<file path="src/source/cache_settings.svh">
// width and depth macros for the snowball cache, included by cache_pkg and the RTL files
`ifndef CACHE_SETTINGS_SVH
`define CACHE_SETTINGS_SVH

// --------------------------------------------------
// address split
// --------------------------------------------------
`define CACHE_IDX_BITS 8   // line index, addr[7:0]
`define TLB_IDX_BITS   8   // translation index, addr[15:8]
`define PAGE_BITS      16  // virtual or physical page

`define ADDR_BITS      (`PAGE_BITS + `TLB_IDX_BITS + `CACHE_IDX_BITS)
`define CACHE_TAG_BITS (`PAGE_BITS + `TLB_IDX_BITS)

// --------------------------------------------------
// data and array sizes
// --------------------------------------------------
`define WORD_BITS      32
`define BLOCK_WORDS    2   // words per refill

`define CACHE_LINES    (1 << `CACHE_IDX_BITS)
`define TLB_ENTRIES    (1 << `TLB_IDX_BITS)

`endif

</file>
<file path="src/source/cache_pkg.sv">
// shared types of the snowball cache, imported by every RTL module of the design
package cache_pkg;

  `include "cache_settings.svh"

  typedef logic [`WORD_BITS-1:0]      word_t;
  typedef logic [`ADDR_BITS-1:0]      addr_t;       // page, tlb index, line index
  typedef logic [`PAGE_BITS-1:0]      page_t;
  typedef logic [`TLB_IDX_BITS-1:0]   tlb_idx_t;
  typedef logic [`CACHE_IDX_BITS-1:0] line_idx_t;
  typedef logic [`CACHE_TAG_BITS-1:0] cache_tag_t;  // physical page then tlb index

  typedef struct packed {
    page_t ppage;
    page_t vtag;
  } tlb_entry_t;

  typedef struct packed {
    addr_t addr;
    word_t wdata;
    logic  write;
    logic  tlb_load;  // wdata carries a tlb_entry_t
    logic  inhibit;
  } cpu_req_t;

  typedef struct packed {
    word_t rdata;
    logic  fault;
  } cpu_rsp_t;

  typedef struct packed {
    addr_t addr;
    word_t wdata;
    logic  write;
  } mem_cmd_t;

  typedef struct packed {
    addr_t base;    // block base, or the word itself when single
    word_t wdata;
    logic  write;
    logic  single;
  } mem_job_t;

  typedef struct packed {
    logic      we;
    line_idx_t idx;
    word_t     data;
  } refill_word_t;

  typedef struct packed {
    refill_word_t [`BLOCK_WORDS-1:0] word;
  } mem_done_t;

  typedef enum logic [2:0] {IDLE, LOOKUP, DECIDE, WAIT_MEM, ACK, RELEASE} cache_state_t;
  typedef enum logic [2:0] {M_IDLE, M_REQ, M_WAIT_LOW, M_NEXT, M_DONE} mem_state_t;

endpackage

</file>
<file path="src/source/mem_port_fsm.sv">
// memory master of the snowball cache, turns controller jobs into four-phase word transfers
`timescale 1ns/1ns
`include "cache_settings.svh"

module mem_port_fsm import cache_pkg::*;
(
  input  logic      CPU_CLK,
  input  logic      RST,
  input  logic      job_req,
  input  mem_job_t  job,
  output logic      job_ack,
  output mem_done_t done,
  output logic      mem_req,
  output mem_cmd_t  mem_cmd,
  input  logic      mem_ack,
  input  word_t     mem_rdata
);

  mem_state_t               state;
  mem_job_t                 job_q;
  logic                     cnt;        // word within the block
  logic [`BLOCK_WORDS-1:0]  done_we;
  word_t [`BLOCK_WORDS-1:0] done_data;
  logic                     last_word;

  assign last_word = job_q.write || job_q.single || (cnt == 1'(`BLOCK_WORDS - 1));

  // --------------------------------------------------
  // job and word handshakes
  // --------------------------------------------------
  always_ff @(posedge CPU_CLK)
  begin
    if (!RST)
    begin
      state   <= M_IDLE;
      mem_req <= 1'b0;
      job_ack <= 1'b0;
      cnt     <= 1'b0;
      done_we <= '0;
    end
    else
    begin
      case (state)
        M_IDLE:
          if (job_req)
          begin
            cnt     <= 1'b0;
            done_we <= '0;          // stale refill strobes off
            mem_req <= 1'b1;
            state   <= M_REQ;
          end
        M_REQ:
          if (mem_ack)
          begin
            done_we[cnt] <= !job_q.write && !job_q.single;
            mem_req      <= 1'b0;
            state        <= M_WAIT_LOW;
          end
        M_WAIT_LOW:
          if (!mem_ack)
          begin
            if (last_word)
            begin
              job_ack <= 1'b1;
              state   <= M_DONE;
            end
            else
            begin
              state <= M_NEXT;
            end
          end
        M_NEXT:
        begin
          cnt     <= cnt + 1'b1;
          mem_req <= 1'b1;
          state   <= M_REQ;
        end
        M_DONE:
          if (!job_req)
          begin
            job_ack <= 1'b0;
            state   <= M_IDLE;
          end
        default:
          state <= M_IDLE;
      endcase
    end
  end

  // --------------------------------------------------
  // command and read data
  // --------------------------------------------------
  always_ff @(posedge CPU_CLK)
  begin
    if (state == M_IDLE && job_req)
    begin
      job_q   <= job;
      mem_cmd <= '{addr: job.base, wdata: job.wdata, write: job.write};
    end
    else if (state == M_NEXT)
    begin
      mem_cmd.addr <= {job_q.base[`ADDR_BITS-1:1], cnt + 1'b1};  // upper word of the block
    end
    if (state == M_REQ && mem_ack)
    begin
      done_data[cnt] <= mem_rdata;  // first edge with ack high
    end
  end

  always_comb
  begin
    for (int k = 0; k < `BLOCK_WORDS; k++)
    begin
      done.word[k].we   = done_we[k];
      done.word[k].idx  = {job_q.base[`CACHE_IDX_BITS-1:1], 1'(k)};
      done.word[k].data = done_data[k];
    end
  end

  a_cmd_stable: assert property (@(posedge CPU_CLK) disable iff (!RST)
    mem_req && !mem_ack |=> $stable(mem_cmd))
    else $error("mem_cmd changed while waiting for mem_ack");

endmodule

</file>
<file path="config.mk">
export PLATFORM = sky130hd
export DESIGN_NAME = mem_port_fsm
export DESIGN_NICKNAME = d
export VERILOG_FILES = /design/src/source/cache_pkg.sv /design/src/source/mem_port_fsm.sv
export VERILOG_INCLUDE_DIRS = /design/src /design/src/source
export SDC_FILE = /design/constraint.sdc
export NUM_CORES = 1
export LEC_CHECK = 0
export BUFFER_PORTS_ARGS = -buffer_cell sky130_fd_sc_hd__buf_4
export CORE_MARGIN = 8
export CORE_UTILIZATION = 30
export DETAILED_ROUTE_END_ITERATION = 12
export PLACE_DENSITY_LB_ADDON = 0.2
export SLEW_MARGIN = 40
export SYNTH_ARGS = -nofsm -noshare
export SYNTH_HDL_FRONTEND = slang
export SYNTH_SLANG_ARGS = --single-unit
</file>
<file path="constraint.sdc">
create_clock -name CPU_CLK -period 4.9 [get_ports CPU_CLK]
set_input_delay 0.49 -clock CPU_CLK [delete_from_list [all_inputs] [get_ports CPU_CLK]]
set_output_delay 0.49 -clock CPU_CLK [all_outputs]
set_load 0.01 [all_outputs]
</file>
==> metrics.cfg, run 1 <==
[logic_synthesis]
syn-mean-instance-area_sq_um = 22.1
mappedNetlistNets = 366
synth_async_sr_flop_share = 0
synth_fa_ha_area_frac = 0
postSynthRegisterBits = 169
synth.area.mux_share = 0.0599
combined_area_of_all_synthesized_cells_sq_um = 5830
synth_simple_gate_area_share = 0.0247
yosys_warnings = 0
area_share_of_the_largest_cell_type_after_synthesis = 0.830
dominant_combinational_cell_family_by_area_after_synthesis = multiplexers
seq_area_frac_synth = 0.857
synthDistinctLibCells = 32
synth-compound-area-share = 0.0176
post_synth_xor_area_fraction = 0
most_area_consuming_cells_after_synthesis = sky130_fd_sc_hd__edfxtp_1 83%, sky130_fd_sc_hd__mux2_2 5.6%, sky130_fd_sc_hd__dfxtp_1 2.7%, sky130_fd_sc_hd__buf_4 2.3%, sky130_fd_sc_hd__buf_12 1.0%
synth_top_flop_cell = sky130_fd_sc_hd__edfxtp_1
netlist_top_cells_count = 161 x sky130_fd_sc_hd__edfxtp_1, 29 x sky130_fd_sc_hd__mux2_2, 18 x sky130_fd_sc_hd__buf_4, 8 x sky130_fd_sc_hd__dfxtp_1, 6 x sky130_fd_sc_hd__nand2_1
yosysMostFrequentCell = sky130_fd_sc_hd__edfxtp_1
synthCells = 264
synth_largest_area_cell = sky130_fd_sc_hd__edfxtp_1
synth-edff-count = 161

[routing]
drt-total-wl_mm = 14.0
routed-via-count = 3264
postRouteAntennaNets = 0
average_wire_per_standard_cell_um = 17.8
initialDrtViolationCount = 131
firstDrtPassIters = 4
drc = 0
avgViaCountPerCell = 4.13

[grt]
grt.total_usage = 0.113
grt_first_pass_wirelength_mm = 20.8
grt_start_max_net_pins = 57
antenna_found_initial = 0
overflow_left_after_global_routing = 0
vias_in_the_first_global_route = 3585

[min_path]
worst_hold_path_class = in2reg
min-delay-start = job[26]
whs_endpoint = mem_cmd[25]$_DFFE_PP_
min_path_cells = 1

[flow_run]
maxCapViolCount = 0

[placement]
placed_cells_incl_taps = 759
gp_congestion = 0.767
dp_hpwl_mm = 10.5
total_of_buffers_placed_on_input_and_output_ports = 248

[power]
power.density_nw_per_um2 = 386
irDropWorstVdd_mv = 0.215
leakagePower_nw = 3.26
total_power_mw = 3.24

[timing]
layout_worst_path_cycle_share = 0.496
timing.final.max_slew_violations = 0
worst_rel_slew_slack = 0.539
totalNegativeSetupSlack_ns = 0
tightestPinTransition_ns = 0.691
fin_skew_ns = 0.00900
maxClockFrequency_mhz = 411
hold-worst-slack_ns = 0.251
tmin_final_ns = 2.43
report.final.hold_viol_count = 0
setup_viol = 0
grt_setup_unrepaired = false

[finish]
finalNonFillerCells = 790
fillerInstances = 1773
area_delta_synth_final_pct = 44.0
nNetsFinal = 615
ff_latch_area_sq_um = 4990
area_used_by_multi_input_combinational_logic_sq_um = 624
antenna_cells_inserted = 0
drive_gt1_frac = 0.606

[clock_network]
number_of_buffers_between_clock_root_and_the_deepest_sink = 2
ctsHtreeMaxLevel = 4
cts_made_buffers = 17
cts_post_setup_buffers_inserted = 0
cts_num_sinks = 169
clk-insertion-delay-late_ns = 0.41
clock_transition_at_the_registers_of_the_reported_paths_ns = 0.07
number_of_hold_buffers_added_after_cts = 0
cts_tree = built
post_cts.resized_instances = 0
clk_root_buffer_cell = sky130_fd_sc_hd__clkbuf_16

[setup_path]
timing.critical_path.fanout_max = 56
slowest_stage = sky130_fd_sc_hd__buf_4
worst-setup-path-type = reg2reg
critical_path.most_common_cell = sky130_fd_sc_hd__buf_4
worst_setup_path_start_kind = flop
timing.critical_path.arrival_ns = 2.59
worstReg2RegEnd = mem_cmd[44]$_DFFE_PP_
critPathCaptureType = flop
critical_path_required_ns = 5.06
crit_chain = nor4b_4 > buf_4 > buf_4 > mux2_2
r2r-start = state[2]$_SDFFE_PN0P_
ff2ff_setup_slack_ns = 2.47
r2r.worst_path.cells = 4
cpPeakStageDelay_ns = 0.61
cp.buffers_inverters = 2
top_delay_family_on_crit_path = buffers and inverters

[floorplan]
num_ports = 251
start_util = 0.302
fp.coreArea_sq_um = 19300
dieWidth_um = 155
die_area_sq_um = 24100
fp-row-count = 51
fp.dieH_um = 155

[run_status]
outcome = finished clean

area by class of cell:
| class | count | share of cell area |
|---|---|---|
| multi-input combinational | 69 | 0.0744 |
| inverter | 3 | 0.00134 |
| sequential | 169 | 0.595 |
| timing repair buffer | 253 | 0.227 |
| clock buffer | 17 | 0.0507 |
| tap | 265 | 0.0395 |
| clock inverter | 14 | 0.0118 |
sequential cells by signal, indices dropped and copies added, names as in the netlist:
| signal | count |
|---|---|
| cnt | 1 |
| done | 71 |
| done_we | 2 |
| job_ack | 1 |
| job_q | 26 |
| mem_cmd | 64 |
| mem_req | 1 |
| state | 3 |
routing by layer:
| metal | global-route usage | up-vias | part of all wire |
|---|---|---|---|
| li1 | - | 1509 | - |
| met1 | 0.129 | 1577 | 0.40 |
| met2 | 0.173 | 168 | 0.46 |
| met3 | 0.0657 | 10 | 0.13 |
| met4 | 0.0388 | 0 | 0.010 |
| met5 | 0 | - | 0 |
worst max path at each step:
stage | from | to | depth (start not counted) | slack (ns)
final | state[2]$_SDFFE_PN0P_ | mem_cmd[44]$_DFFE_PP_ | 4 | 2.47
after global routing | state[2]$_SDFFE_PN0P_ | mem_cmd[34]$_DFFE_PP_ | 4 | 2.27
after CTS | state[2]$_SDFFE_PN0P_ | mem_cmd[56]$_DFFE_PP_ | 4 | 2.41
after detailed placement | job_req | mem_cmd[56]$_DFFE_PP_ | 5 | 2.34
after global placement | job_req | mem_cmd[46]$_DFFE_PP_ | 5 | 2.40
after floorplan | state[0]$_SDFFE_PN0P_ | mem_cmd[33]$_DFFE_PP_ | 2 | 2.38
cells in the final DEF (no fill, tap or decap), types with 2 or more instances in the layout:
| master | count |
|---|---|
| sky130_fd_sc_hd__nor2_1 | 3 |
| sky130_fd_sc_hd__o32ai_1 | 2 |
| sky130_fd_sc_hd__clkinv_4 | 2 |
| sky130_fd_sc_hd__conb_1 | 2 |
| sky130_fd_sc_hd__o21ai_0 | 2 |
| sky130_fd_sc_hd__inv_1 | 3 |
| sky130_fd_sc_hd__clkinv_2 | 4 |
| sky130_fd_sc_hd__clkbuf_16 | 17 |
| sky130_fd_sc_hd__clkinvlp_4 | 3 |
| sky130_fd_sc_hd__edfxtp_1 | 161 |
| sky130_fd_sc_hd__a21oi_1 | 2 |
| sky130_fd_sc_hd__dfxtp_1 | 8 |
| sky130_fd_sc_hd__inv_6 | 4 |
| sky130_fd_sc_hd__nand3b_1 | 3 |
| sky130_fd_sc_hd__o21a_1 | 2 |
| sky130_fd_sc_hd__mux2_2 | 29 |
| sky130_fd_sc_hd__mux2_1 | 2 |
| sky130_fd_sc_hd__buf_4 | 252 |
| sky130_fd_sc_hd__nand2_1 | 6 |
stage by stage:
step | worst slack (ns) | area (sq um) | util
6_report | 2.47 | 8390 | 0.436
5_1_grt | 2.27 | 8390 | 0.436
4_1_cts | 2.41 | 8390 | 0.435
3_5_place_dp | 2.34 | 7870 | 0.408
3_3_place_gp | 2.40 | 7850 | 0.407
2_1_floorplan | 2.38 | 5830 | -
power breakdown:
part | internal [mW] | total [mW] | leakage, nW | switching, mW
Clock | 0.647 | 1.20 | 0.254 | 0.552
Sequential | 1.69 | 1.72 | 1.57 | 0.0286
Combinational | 0.170 | 0.319 | 1.43 | 0.150
Total | 2.51 | 3.24 | 3.26 | 0.731
worst register-to-register path: cells and delay by family (launching register included):
family | cells | cell delay (ns)
buffers and inverters | 2 | 1.07
DFF | 1 | 0.41
muxes | 1 | 0.38
and+or+nand+nor | 1 | 0.32
cell families (layout without fill, tap and decap cells):
| family | after synthesis | after routing |
|---|---|---|
| buffers and inverters | 26 | 287 |
| other | 2 | 2 |
| AOI/OAI and AO/OA | 14 | 14 |
| muxes | 31 | 31 |
| and+or+nand+nor | 22 | 22 |
| DFF | 169 | 169 |
Power figures use the tool's default switching activity.
==> inputs of run 2 (changes only) <==
==> constraint.sdc (replaced) <==
create_clock -name CPU_CLK -period 2.1 [get_ports CPU_CLK]
set_input_delay 0.21 -clock CPU_CLK [delete_from_list [all_inputs] [get_ports CPU_CLK]]
set_output_delay 0.21 -clock CPU_CLK [all_outputs]
set_load 0.01 [all_outputs]
==> metrics.cfg, run 2 (same netlist as run 1, synthesis figures left out) <==
[run_status]
outcome = finished clean

[timing]
timing.final.max_slew_violations = 0
post-route-worst-setup-slack_ns = 0.219
setup_viol = 0
hold-worst-slack_ns = 0.0956
maxClockFrequency_mhz = 532
totalNegativeSetupSlack_ns = 0
tmin_final_ns = 1.88
layout_worst_path_cycle_share = 0.896
report.final.hold_viol_count = 0
fin_skew_ns = 0.00736
grt_setup_unrepaired = false

[setup_path]
cp.buffers_inverters = 2
critPathCaptureType = flop
worstSetupPathDepth = 4
worst_setup_path_start_kind = flop
critical_path.most_common_cell = sky130_fd_sc_hd__buf_12
top_delay_family_on_crit_path = flip-flops
timing.critical_path.fanout_max = 44
worstReg2RegEnd = mem_cmd[45]$_DFFE_PP_
cpPeakStageDelay_ns = 0.42
slowest_stage = sky130_fd_sc_hd__dfxtp_1
worst-setup-path-type = reg2reg
timing.critical_path.arrival_ns = 2.04
r2r-start = state[2]$_SDFFE_PN0P_
ff2ff_setup_slack_ns = 0.22
critical_path_required_ns = 2.26
crit_chain = nor4b_4 > buf_12 > buf_12 > mux2_2
r2r.worst_path.cells = 4

[clock_network]
clock_transition_at_the_registers_of_the_reported_paths_ns = 0.07
clk-insertion-delay-late_ns = 0.41
cts_post_setup_buffers_inserted = 0
number_of_buffers_between_clock_root_and_the_deepest_sink = 2
cts_made_buffers = 17
cts_num_sinks = 169
clk_root_buffer_cell = sky130_fd_sc_hd__clkbuf_16
cts_tree = built
ctsHtreeMaxLevel = 4

[floorplan]
num_ports = 251
fp-row-count = 51
dieWidth_um = 155
fp.coreArea_sq_um = 19300
die_area_sq_um = 24100
start_util = 0.302
fp.dieH_um = 155

[placement]
placed_cells_incl_taps = 762
gp_congestion = 0.796
dp_hpwl_mm = 10.3
post-place-ws_ns = 0.226
total_of_buffers_placed_on_input_and_output_ports = 248
place_area_sq_um = 7960

[power]
irDropWorstVdd_mv = 0.497
total_power_mw = 7.95
power.share.sequential = 0.505
clockPowerShare = 0.378
leakagePower_nw = 3.72
cellInternalPower_mw = 6.14
sw_pwr_mw = 1.81
netSwitchingFraction = 0.228
power.combinational.fraction = 0.117
power.density_nw_per_um2 = 838

[grt]
grt_first_pass_wirelength_mm = 23.3
vias_in_the_first_global_route = 4137
antenna_found_initial = 1
grt.total_usage = 0.124
grt_start_max_net_pins = 45
overflow_left_after_global_routing = 0

[finish]
final_core_util = 0.493
nNetsFinal = 715
largest_register_ff_count = 71
total_non_filler_cell_area_in_the_finished_layout_sq_um = 9490
leading_cell_type_in_the_layout_fill_and_taps_excluded = sky130_fd_sc_hd__buf_4
drive_gt1_frac = 0.514
finalNonFillerCells = 891
layout_common_cells = 250 x sky130_fd_sc_hd__buf_4, 161 x sky130_fd_sc_hd__edfxtp_1, 97 x sky130_fd_sc_hd__dlygate4sd3_1
area_delta_synth_final_pct = 62.9

[routing]
firstDrtPassIters = 4
drc = 0
initialDrtViolationCount = 127
avgViaCountPerCell = 4.14
drt-total-wl_mm = 15.1
postRouteAntennaNets = 0
average_wire_per_standard_cell_um = 16.9
routed-via-count = 3687

[min_path]
whs_endpoint = state[0]$_SDFFE_PN0P_
min-delay-start = job_req
worst_hold_path_class = in2reg
min_path_cells = 3

[flow_run]
maxCapViolCount = 0

[run 2: metal layers]
metal  GRT usage  vias up  share of wire
li1            -     1715              -
met1       0.147     1772           0.42
met2       0.192      186           0.45
met3      0.0635       14           0.12
met4      0.0421        0          0.013
met5           0        -              0
[run 2: cell type report]
class | instances | area, sq um
antenna | 1 | 2.50
clock buffer | 17 | 425
clock inverter | 14 | 138
fill | 1624 | 9780
inverter | 3 | 11.3
multi-input combinational | 69 | 623
sequential | 169 | 4990
tap | 265 | 332
timing repair buffer | 353 | 2970
[run 2: power by group through the flow]
stage                     Clock (mW)  Sequential (mW)  Combinational (mW)
after floorplan                    0             4.14               0.262
after global placement             0             4.09               0.781
after detailed placement           0             4.09               0.797
after CTS                       3.11             4.02               0.946
after global routing            3.23             4.04                1.00
final                           3.01             4.02               0.930
[run 2: timing repair]
| item | CTS | global route |
|---|---|---|
| setup endpoints to repair | 0 | 0 |
| gates resized for setup | 0 | 0 |
| hold buffers | 97 | 0 |
| hold endpoints to repair | 129 | 0 |
[run 2: worst max path at each step]
stage / from / end
4_1_cts: state[2]$_SDFFE_PN0P_ / mem_cmd[45]$_DFFE_PP_
2_1_floorplan: state[1]$_SDFFE_PN0P_ / done[0]$_DFFE_PP_
3_3_place_gp: state[2]$_SDFFE_PN0P_ / mem_cmd[44]$_DFFE_PP_
6_report: state[2]$_SDFFE_PN0P_ / mem_cmd[45]$_DFFE_PP_
5_1_grt: state[2]$_SDFFE_PN0P_ / mem_cmd[45]$_DFFE_PP_
3_5_place_dp: state[2]$_SDFFE_PN0P_ / mem_cmd[55]$_DFFE_PP_
[run 2: worst min-delay path, delay by kind of cell]
family	cells	cell delay, ns
and+or+nand+nor	1	0.05
AOI/OAI and AO/OA	1	0.06
buffers and inverters	1	0.13
