$ cat src/source/cache_settings.svh
// width and depth macros for the snowball cache, included by cache_pkg and the RTL files
`ifndef CACHE_SETTINGS_SVH
`define CACHE_SETTINGS_SVH

// --------------------------------------------------
// address split
// --------------------------------------------------
`define CACHE_IDX_BITS 8   // line index, addr[7:0]
`define TLB_IDX_BITS   8   // translation index, addr[15:8]
`define PAGE_BITS      16  // virtual or physical page

`define ADDR_BITS      (`PAGE_BITS + `TLB_IDX_BITS + `CACHE_IDX_BITS)
`define CACHE_TAG_BITS (`PAGE_BITS + `TLB_IDX_BITS)

// --------------------------------------------------
// data and array sizes
// --------------------------------------------------
`define WORD_BITS      32
`define BLOCK_WORDS    2   // words per refill

`define CACHE_LINES    (1 << `CACHE_IDX_BITS)
`define TLB_ENTRIES    (1 << `TLB_IDX_BITS)

`endif

$ cat src/source/cache_pkg.sv
// shared types of the snowball cache, imported by every RTL module of the design
package cache_pkg;

  `include "cache_settings.svh"

  typedef logic [`WORD_BITS-1:0]      word_t;
  typedef logic [`ADDR_BITS-1:0]      addr_t;       // page, tlb index, line index
  typedef logic [`PAGE_BITS-1:0]      page_t;
  typedef logic [`TLB_IDX_BITS-1:0]   tlb_idx_t;
  typedef logic [`CACHE_IDX_BITS-1:0] line_idx_t;
  typedef logic [`CACHE_TAG_BITS-1:0] cache_tag_t;  // physical page then tlb index

  typedef struct packed {
    page_t ppage;
    page_t vtag;
  } tlb_entry_t;

  typedef struct packed {
    addr_t addr;
    word_t wdata;
    logic  write;
    logic  tlb_load;  // wdata carries a tlb_entry_t
    logic  inhibit;
  } cpu_req_t;

  typedef struct packed {
    word_t rdata;
    logic  fault;
  } cpu_rsp_t;

  typedef struct packed {
    addr_t addr;
    word_t wdata;
    logic  write;
  } mem_cmd_t;

  typedef struct packed {
    addr_t base;    // block base, or the word itself when single
    word_t wdata;
    logic  write;
    logic  single;
  } mem_job_t;

  typedef struct packed {
    logic      we;
    line_idx_t idx;
    word_t     data;
  } refill_word_t;

  typedef struct packed {
    refill_word_t [`BLOCK_WORDS-1:0] word;
  } mem_done_t;

  typedef enum logic [2:0] {IDLE, LOOKUP, DECIDE, WAIT_MEM, ACK, RELEASE} cache_state_t;
  typedef enum logic [2:0] {M_IDLE, M_REQ, M_WAIT_LOW, M_NEXT, M_DONE} mem_state_t;

endpackage

$ cat src/source/snowball_cache.sv
// CPU side of the snowball cache: translation, tag compare, refill and write-through control
`timescale 1ns/1ns
`include "cache_settings.svh"

module snowball_cache import cache_pkg::*;
(
  input  logic       CPU_CLK,
  input  logic       RST,
  input  logic       vmem_on,
  input  logic       cpu_req,
  input  cpu_req_t   cpu_cmd,
  output logic       cpu_ack,
  output cpu_rsp_t   cpu_rsp,
  output line_idx_t  line_raddr,
  output line_idx_t  line_waddr,
  output logic       data_we,
  output word_t      data_wdata,
  input  word_t      data_rdata,
  output logic       tag_we,
  output cache_tag_t tag_wdata,
  input  cache_tag_t tag_rdata,
  output tlb_idx_t   tlb_raddr,
  output logic       tlb_we,
  output tlb_idx_t   tlb_waddr,
  output tlb_entry_t tlb_wdata,
  input  tlb_entry_t tlb_rdata,
  output logic       job_req,
  output mem_job_t   job,
  input  logic       job_ack,
  input  mem_done_t  done
);

  cache_state_t             state;
  cpu_req_t                 req_q;
  page_t                    ppage_q;
  logic                     fault_q;
  cache_tag_t               tag_q;
  word_t                    word_q;
  logic                     from_mem_q;    // request went out to memory
  logic [`CACHE_LINES-1:0]  valid;

  page_t                    req_vpage;
  tlb_idx_t                 req_tidx;
  line_idx_t                req_line;
  addr_t                    paddr;
  logic                     hit;
  logic                     read_hit;
  logic                     go_mem;
  logic                     refill_now;
  refill_word_t             refill;

  // arrays are read with the address of the request being sampled
  assign line_raddr = cpu_cmd.addr[`CACHE_IDX_BITS-1:0];
  assign tlb_raddr  = cpu_cmd.addr[`CACHE_IDX_BITS +: `TLB_IDX_BITS];

  assign req_vpage = req_q.addr[`ADDR_BITS-1 -: `PAGE_BITS];
  assign req_tidx  = req_q.addr[`CACHE_IDX_BITS +: `TLB_IDX_BITS];
  assign req_line  = req_q.addr[`CACHE_IDX_BITS-1:0];
  assign paddr     = {ppage_q, req_q.addr[`ADDR_BITS-`PAGE_BITS-1:0]};

  assign hit      = valid[req_line] && (tag_q == {ppage_q, req_tidx});
  assign read_hit = hit && !req_q.write && !req_q.inhibit;
  assign go_mem   = !req_q.tlb_load && !fault_q && !read_hit;

  // refill lands one word per cycle, word 0 with job_ack, word 1 in ACK
  assign refill     = done.word[state == ACK];
  assign refill_now = from_mem_q && ((state == ACK) || (state == WAIT_MEM && job_ack));

  // --------------------------------------------------
  // request FSM
  // --------------------------------------------------
  always_ff @(posedge CPU_CLK)
  begin
    if (!RST)
    begin
      state   <= IDLE;
      cpu_ack <= 1'b0;
      job_req <= 1'b0;
    end
    else
    begin
      case (state)
        IDLE:
          if (cpu_req)
          begin
            state <= LOOKUP;
          end
        LOOKUP:
          state <= DECIDE;
        DECIDE:
          if (go_mem)
          begin
            job_req <= 1'b1;
            state   <= WAIT_MEM;
          end
          else
          begin
            state <= ACK;
          end
        WAIT_MEM:
          if (job_ack)
          begin
            job_req <= 1'b0;
            state   <= ACK;
          end
        ACK:
        begin
          cpu_ack <= 1'b1;
          state   <= RELEASE;
        end
        RELEASE:
          if (!cpu_req)
          begin
            cpu_ack <= 1'b0;
            state   <= IDLE;
          end
        default:
          state <= IDLE;
      endcase
    end
  end

  always_ff @(posedge CPU_CLK)
  begin
    if (!RST)
    begin
      valid <= '0;
    end
    else if (tag_we)
    begin
      valid[line_waddr] <= 1'b1;
    end
  end

  // --------------------------------------------------
  // request, lookup and response registers
  // --------------------------------------------------
  always_ff @(posedge CPU_CLK)
  begin
    case (state)
      IDLE:
        if (cpu_req)
        begin
          req_q <= cpu_cmd;
        end
      LOOKUP:
      begin
        ppage_q <= vmem_on ? tlb_rdata.ppage : req_vpage;
        fault_q <= vmem_on && !req_q.tlb_load && (tlb_rdata.vtag != req_vpage);
        tag_q   <= tag_rdata;
        word_q  <= data_rdata;
      end
      DECIDE:
      begin
        from_mem_q    <= go_mem;
        cpu_rsp.fault <= fault_q;
        cpu_rsp.rdata <= read_hit ? word_q : '0;
        job.wdata     <= req_q.wdata;
        job.write     <= req_q.write;
        job.single    <= req_q.write || req_q.inhibit;
        job.base      <= (req_q.write || req_q.inhibit) ? paddr
                                                        : {paddr[`ADDR_BITS-1:1], 1'b0};
      end
      ACK:
        if (from_mem_q && !req_q.write)
        begin
          cpu_rsp.rdata <= req_q.inhibit ? done.word[0].data : done.word[req_q.addr[0]].data;
        end
      default:
      begin
      end
    endcase
  end

  // --------------------------------------------------
  // array write ports
  // --------------------------------------------------
  always_comb
  begin
    data_we    = 1'b0;
    tag_we     = 1'b0;
    line_waddr = req_line;
    data_wdata = req_q.wdata;
    tag_wdata  = {ppage_q, req_tidx};  // same tag for both block words
    if (state == DECIDE)
    begin
      data_we = go_mem && req_q.write && hit;  // write hit, through to memory as well
    end
    else if (refill_now)
    begin
      data_we    = refill.we;
      tag_we     = refill.we;
      line_waddr = refill.idx;
      data_wdata = refill.data;
    end
  end

  assign tlb_we    = (state == DECIDE) && req_q.tlb_load;
  assign tlb_waddr = req_tidx;
  assign tlb_wdata = tlb_entry_t'(req_q.wdata);

  a_ack_needs_req: assert property (@(posedge CPU_CLK) disable iff (!RST)
    $rose(cpu_ack) |-> $past(cpu_req))
    else $error("cpu_ack raised with no pending request");

  a_job_req_clean: assert property (@(posedge CPU_CLK) disable iff (!RST)
    $rose(job_req) |-> !$past(job_ack))
    else $error("job_req raised while job_ack still high");

endmodule

$ cat config.mk
export PLATFORM = sky130hd
export DESIGN_NAME = snowball_cache
export DESIGN_NICKNAME = d
export VERILOG_FILES = /design/src/source/cache_pkg.sv /design/src/source/snowball_cache.sv
export VERILOG_INCLUDE_DIRS = /design/src /design/src/source
export SDC_FILE = /design/constraint.sdc
export NUM_CORES = 1
export LEC_CHECK = 0
export ABC_AREA = 1
export BUFFER_PORTS_ARGS = -buffer_cell sky130_fd_sc_hd__buf_2
export CAP_MARGIN = 20
export CORE_MARGIN = 1
export CORE_UTILIZATION = 55
export CTS_CLUSTER_DIAMETER = 80
export DETAILED_ROUTE_END_ITERATION = 12
export PLACE_DENSITY = 0.86
export SYNTH_ARGS = -nofsm -noshare
export SYNTH_HDL_FRONTEND = slang
export SYNTH_SLANG_ARGS = --single-unit
export TNS_END_PERCENT = 10
$ cat constraint.sdc
create_clock -name CPU_CLK -period 11.3 [get_ports CPU_CLK]
set_input_delay 1.13 -clock CPU_CLK [delete_from_list [all_inputs] [get_ports CPU_CLK]]
set_output_delay 1.13 -clock CPU_CLK [all_outputs]
set_load 0.03 [all_outputs]
==> run_results.csv, run 1 <==
group,metric,value,unit
outcome,outcome,"completed",
route,drt_iter0_markers,2718,
finish,fin_nets,2892,
route,drc,0,
synth,synth_nets,2584,
place,gp_congestion,0.963,
clock_network,clock_sinks,501,
clock_network,cts_root_buf,"clkbuf_16",
timing,finalHoldViolCount,0,
clock_network,cts_tree,"done",
synth,syn_avg_cell_area,9.06,um^2
finish,finish.utilization,65.2,%
finish,drive_gt1_share,23.9,%
clock_network,htreeDepth,2,
global_route,overflow,0,
global_route,grt_max_degree,154,
synth,synthCells,2342,
pwr,p_per_area,194,mW/mm^2
floorplanning,die_x,198,um
clock_network,ctsResizeCount,0,
synth,synth_cell_types,38,
critical_path,critPathLaunchType,"flop",
clock_network,clk_pin_slew,60,ps
critical_path,cp-endpoint,"data_we",
timing,period_needed,6690,ps
timing,hold_slack,451,ps
job,maxCapViolations,0,
pwr,power_leakage,9.92,nW
timing,slew_headroom,21.2,%
synth,ys_ff_latch,501,
floorplanning,initial_core_util,56.1,%
route,wire_per_inst,22.5,um
critical_path,r2r-start,"paddr[1]$_DFFE_PP_",
timing,worst_pin_slew,1180,ps
hold_path,hp-class,"reg -> reg",
timing,timing.final.crit_share,59.2,%
clock_network,numCtsBuffers,49,
critical_path,critPathMaxFanout,79,
critical_path,cp-end-kind,"output pin",
route,vias_per_cell,5.91,
clock_network,clock_latency,600,ps
route,dr.pass1.iters,9,
place,dp_hpwl,48.6,mm
clock_network,cts_hold_buf,0,
floorplanning,core-area,0.0378,mm^2
floorplanning,die-area,0.0394,mm^2
timing,rsz0062_at_grt,"false",
critical_path,startpoint,"paddr[1]$_DFFE_PP_",
synth,yosysWarningCount,0,
finish,layout.area.seq,0.0124,mm^2
global_route,grt_usage,36.1,%
route,vias,19019,
clock_network,post_cts_buffers,0,
synth,synth-seq-area-share,58.6,%
floorplanning,rows,71,
finish,multi_input_area,0.00722,mm^2
finish,synthToLayoutAreaGrowth,16.3,%
timing,setup-violations-final,0,
critical_path,worst-setup-path-type,"reg -> out",
place,io_buffer_count,465,
floorplanning,die_h,198,um
timing,skew,23.5,ps
route,ant_nets,0,
timing,fmax,0.150,GHz
timing,tns,0,ps
finish,fillerInstances,2986,
global_route,antenna_found_initial,24,
synth,synthesis.area,0.0212,mm^2
critical_path,ff2ff_setup_slack,6330,ps
pwr,irDropWorstVdd,0.136,mV
floorplanning,io_pins,466,
global_route,grt_pass1_wl,105,mm
route,drt-total-wl,72.4,mm
clock_network,cts_buffer_depth,3,
critical_path,ff2ff_path_depth,17,
global_route,grt_pass1_vias,17395,
timing,report.final.slew_viol_count,0,
critical_path,critPathRequiredTime,10170,ps
critical_path,cp.arrival,5560,ps
critical_path,r2r_end,"state[0]$_SDFFE_PN0P_",
==> worst min-delay path by stage <==
stage,from,to,slack (ps),depth (start not counted)
floorplan,paddr[1]$_DFFE_PP_,job[35]$_DFFE_PP_,420,0
global placement,valid[104]$_SDFFE_PN0P_,valid[104]$_SDFFE_PN0P_,440,2
detailed placement,valid[28]$_SDFFE_PN0P_,valid[28]$_SDFFE_PN0P_,440,2
CTS,valid[28]$_SDFFE_PN0P_,valid[28]$_SDFFE_PN0P_,450,2
global route,valid[146]$_SDFFE_PN0P_,valid[146]$_SDFFE_PN0P_,470,2
finish,valid[24]$_SDFFE_PN0P_,valid[24]$_SDFFE_PN0P_,450,2
==> flip-flops by register name, summed over array words and instances (netlist names), 16 cells and up <==
register / flops
tag_q: 24
ppage_q: 16
word_q: 32
job: 66
valid: 256
tlb_wdata: 32
cpu_rsp: 33
req_q: 19
==> report_power, final <==
group / switching (W) / leakage [nW] / internal (W)
sequential: 0.0000857 / 4.34 / 0.00209
clock: 0.000696 / 0.790 / 0.000891
combinational: 0.000775 / 4.79 / 0.000239
total: 0.00156 / 9.92 / 0.00322
==> layer usage <==
| metal | up-vias | track usage, % | wire, um |
|---|---|---|---|
| met5 | - | 0 | 49 |
| met4 | 6 | 27.7 | 5770 |
| met3 | 279 | 8.83 | 8110 |
| met2 | 1333 | 55.9 | 33100 |
| met1 | 8943 | 43.4 | 25400 |
| li1 | 8458 | - | - |
==> cells in the final DEF, fill, tap and decap left out, drive strengths merged <==
master   netlist  layout
o211ai         2       2
a211oi         1       1
a31oi         33      33
clkinv         3      16
nor4           4       4
nor2         357     357
xor2           2       2
mux2i          1       1
nand2        472     472
nand4          4       4
inv           75      78
diode          0      20
nor3          17      17
a21oi        279     279
nand3        225     225
edfxtp       240     240
and3           1       1
clkbuf        80      72
or2            9       9
nand3b         2       2
buf          147     484
o21ai         71      71
dfxtp        261     261
xnor2         21      21
o2111ai        2       2
o22ai         33      33
==> Yosys cell counts (all sizes together) <==
| cell | count | area share [%] |
|---|---|---|
| xor2 | 2 | 0.083 |
| clkinv | 3 | 0.053 |
| nand3 | 225 | 5.3 |
| a211oi | 1 | 0.035 |
| buf | 147 | 4.7 |
| nand4 | 4 | 0.12 |
| xnor2 | 21 | 0.87 |
| edfxtp | 240 | 34 |
| nor2 | 357 | 6.9 |
| o211ai | 2 | 0.071 |
| dfxtp | 261 | 25 |
| nor3 | 17 | 1.1 |
| a31oi | 33 | 0.97 |
| inv | 75 | 1.3 |
| o21ai | 71 | 1.8 |
| o22ai | 33 | 0.97 |
| nand2 | 472 | 8.4 |
| nor4 | 4 | 0.12 |
| or2 | 9 | 0.27 |
| clkbuf | 80 | 1.4 |
| o2111ai | 2 | 0.083 |
| mux2i | 1 | 0.047 |
| a21oi | 279 | 6.6 |
| nand3b | 2 | 0.071 |
| and3 | 1 | 0.030 |
==> worst max-delay path: stages (launching register included) <==
cell      delay, ps
edfxtp_1        320
buf_4           750
clkinv_1        740
buf_4           500
nand3_1         150
nand3_1          70
nand3_1         110
nand2_1         120
nand2_1          70
nand3_1         120
nand3_1         110
nand3_1          70
nand2_1         110
nand3_2         730
nand3_1         490
o21ai_0         180
buf_2           260
==> layout make-up <==
cell class                 count  area share (%)
sequential                   501            50.4
multi-input combinational   1536            29.3
timing repair buffer         484            10.1
clock buffer                  72            5.89
tap                          511            2.59
inverter                      78            1.21
clock inverter                16           0.360
antenna                       20           0.203
==> cell families (layout without fill, tap and decap cells) <==
family                    Yosys count  count (layout)  synth area share (%)
muxes                               1               1                0.0472
and+or+nand+nor                  1091            1091                  22.3
AOI/OAI and AO/OA                 421             421                  10.5
xor gates and xnor gates           23              23                 0.950
other                               0              20                     0
DFF                               501             501                  58.6
buffers and inverters             305             650                  7.53
==> metrics by stage <==
| step | total power, W | std cells | setup slack, ps | cell area, um^2 |
|---|---|---|---|---|
| 2_1_floorplan | 0.00290 | 2342 | 3380 | 21200 |
| 3_3_place_gp | 0.00317 | 3109 | 5450 | 23100 |
| 3_5_place_dp | 0.00319 | 3110 | 5350 | 23100 |
| 4_1_cts | 0.00476 | 3198 | 4700 | 24600 |
| 5_1_grt | 0.00491 | 3212 | 4380 | 24700 |
| 6_report | 0.00477 | 3218 | 4610 | 24700 |
No activity file was read; power rests on OpenSTA's default activity.
==> run 2, diff against run 1 <==
ABC_AREA = 0   (was 1)
CORE_UTILIZATION = 49   (was 55)
PLACE_DENSITY = 0.81   (was 0.86)
clock period = 5.5 ns   (was 11.3 ns; I/O delays follow)
==> run 2 against run 1 <==
Register-to-register slack worse by 4700 ps; power is 82% higher; die area is 12% higher; worst hold slack worse by 330 ps; final area is 1.7% higher; synthesized cell count is 24% lower; global-route usage is 4.0 points lower; first-iteration DRC count is 20% lower.
==> run_results.csv, run 2 <==
group,metric,value,unit
floorplanning,initial_core_util,50.2,%
floorplanning,rows,75,
place,io_buffer_count,465,
clock_network,numCtsBuffers,51,
clock_network,ctsResizeCount,0,
hold_path,hp-start,"cpu_cmd[61]",
timing,rsz0062_at_grt,"false",
clock_network,clock_latency,600,ps
timing,slew_headroom,23.5,%
critical_path,critPathLaunchType,"flop",
floorplanning,die-area,0.0443,mm^2
finish,mostFrequentLayoutCell,"buf_2",
route,vias,16300,
synth,yosysWarningCount,0,
hold_path,whs_path_depth,1,
pwr,p_total,0.00871,W
synth,synth_async_sr_flop_share,0,%
clock_network,cts_root_buf,"clkbuf_16",
global_route,grt_pass1_wl,102,mm
finish,layout_common_cells,"buf_2 (464), dfxtp_1 (261), edfxtp_1 (240), nor2_1 (185), o21a_1 (158)",
synth,synthTopCellsByArea,"edfxtp_1 (34%), dfxtp_1 (25%), o21a_1 (5.6%)",
timing,setup-violations-final,0,
route,drt_iter0_markers,2161,
pwr,clkPwrFrac,39.6,%
critical_path,cp.arrival,3980,ps
finish,top_regs,"valid x256, job x66, cpu_rsp x33",
clock_network,htreeDepth,2,
synth,synth_most_common_cell,"dfxtp_1",
synth,syn_avg_cell_area,12.0,um^2
route,vias_per_cell,5.93,
critical_path,worst-setup-path-type,"reg -> out",
finish,fin_nets,2365,
critical_path,critPathMaxFanout,13,
synth,synth_commonest_cells,"dfxtp_1 (261), edfxtp_1 (240), nor2_1 (187)",
route,dr.pass1.iters,7,
timing,finalHoldViolCount,0,
clock_network,cts_hold_buf,0,
finish,design_area,0.0251,mm^2
place,placed_area,0.0234,mm^2
timing,worst_pin_slew,1140,ps
synth,synth_cell_types,57,
clock_network,clock_sinks,501,
place,gp_congestion,0.952,
critical_path,ff2ff_path_depth,11,
route,ant_nets,0,
synth,ys_ff_latch,501,
floorplanning,io_pins,466,
clock_network,cts_tree,"done",
floorplanning,die_x,210,um
timing,report.final.slew_viol_count,0,
place,dp_hpwl,52.5,mm
pwr,p_comb_share,11.9,%
synth,synth-seq-area-share,58.4,%
pwr,power_frac_seq,48.5,%
synth,synth_top_area_share,33.9,%
pwr,irDropWorstVdd,0.246,mV
global_route,grt_max_degree,137,
floorplanning,core-area,0.0424,mm^2
finish,regMostFlops,"valid",
finish,synthToLayoutAreaGrowth,17.9,%
pwr,power_leakage,9.44,nW
synth,synthesis.area,0.0213,mm^2
job,maxCapViolations,0,
synth,synth_nets,2012,
timing,skew,25.4,ps
critical_path,cp-end-kind,"output pin",
finish,finish.utilization,59.2,%
global_route,grt_pass1_vias,15551,
finish,largest_reg_flops,256,
route,drc,0,
pwr,p_per_area,347,mW/mm^2
timing,tns,0,ps
critical_path,startpoint,"paddr[2]$_DFFE_PP_",
floorplanning,die_h,210,um
clock_network,cts_buffer_depth,3,
route,drt-total-wl,72.9,mm
synth,ys.flop_type,"dfxtp_1",
timing,timing.final.crit_share,82.3,%
clock_network,post_cts_buffers,0,
critical_path,critPathRequiredTime,4950,ps
timing,fmax,0.221,GHz
pwr,intPower,0.00638,W
finish,drive_gt1_share,30.1,%
global_route,overflow,0,
hold_path,hp-class,"in -> reg",
pwr,switchingPower,0.00233,W
synth,synthCells,1770,
synth,synth_largest_area_cell,"edfxtp_1",
timing,period_needed,4530,ps
global_route,grt_usage,32.0,%
outcome,outcome,"completed",
clock_network,clk_pin_slew,60,ps
synth,synth_edf_count,240,
route,wire_per_inst,26.5,um
global_route,antenna_found_initial,10,
critical_path,r2r-start,"paddr[2]$_DFFE_PP_",
pwr,p_sw_share,26.7,%
==> run 2: power groups by stage <==
| stage | logic (W) | clock network [W] | registers (W) |
|---|---|---|---|
| final | 0.00104 | 0.00345 | 0.00422 |
| after global routing | 0.00107 | 0.00362 | 0.00422 |
| after CTS | 0.00102 | 0.00347 | 0.00421 |
| after detailed placement | 0.00101 | 0 | 0.00429 |
| after global placement | 0.00100 | 0 | 0.00429 |
| after floorplan | 0.000626 | 0 | 0.00430 |
==> run 2: area by class of cell <==
| type | instances | area (um^2) |
|---|---|---|
| Clock inverter | 17 | 158 |
| Inverter | 14 | 52.6 |
| Timing Repair Buffer | 488 | 2530 |
| Tap cell | 577 | 722 |
| Sequential cell | 501 | 12400 |
| Antenna cell | 8 | 20.0 |
| Fill cell | 3349 | 17300 |
| Multi-Input combinational cell | 1067 | 7670 |
| Clock buffer | 76 | 1510 |
==> run 2: kinds of logic (layout without fill, tap and decap cells) <==
family          count (synthesis)  in the layout  synth area share, %
flops                         501            501                 58.4
compound gates                370            370                 11.1
simple gates                  483            483                 10.9
buf+inv                       202            595                 5.76
mux                           174            174                 12.2
xor+xnor                       40             40                 1.65
other cells                     0              8                    0
==> run 2: worst paths after layout <==
check / slack, ps / to
setup reg to reg: 1590 / cpu_rsp[32]$_DFFE_PP_
hold reg to reg: 460 / valid[35]$_SDFFE_PN0P_
hold / removal: 120 / req_q[61]$_DFFE_PP_
setup / recovery: 970 / data_we
==> run 2: critical path, cell delays in order (launching register included) <==
cell	delay, ps
edfxtp_1	890
buf_4	390
buf_4	300
mux4_2	350
a22oi_1	230
a31oi_1	130
nor4_1	290
o311a_2	260
nor3_1	80
a41o_1	250
buf_2	200
==> run 2: routing by layer <==
layer	up-vias	routed length, um	GRT usage [%]
met1	7934	25500	38.2
li1	7004	-	-
met5	-	60	0
met3	243	8010	8.31
met4	8	5280	20.8
met2	1111	34000	51.5
==> run 2: through the flow <==
stage | hold WS (ps) | instances | setup WS (ps)
floorplan | 421 | 1770 | -690
finish | 122 | 2748 | 971
CTS | 105 | 2739 | 987
global route | 117 | 2744 | 871
global placement | 438 | 2646 | 1590
detailed placement | 445 | 2646 | 1640
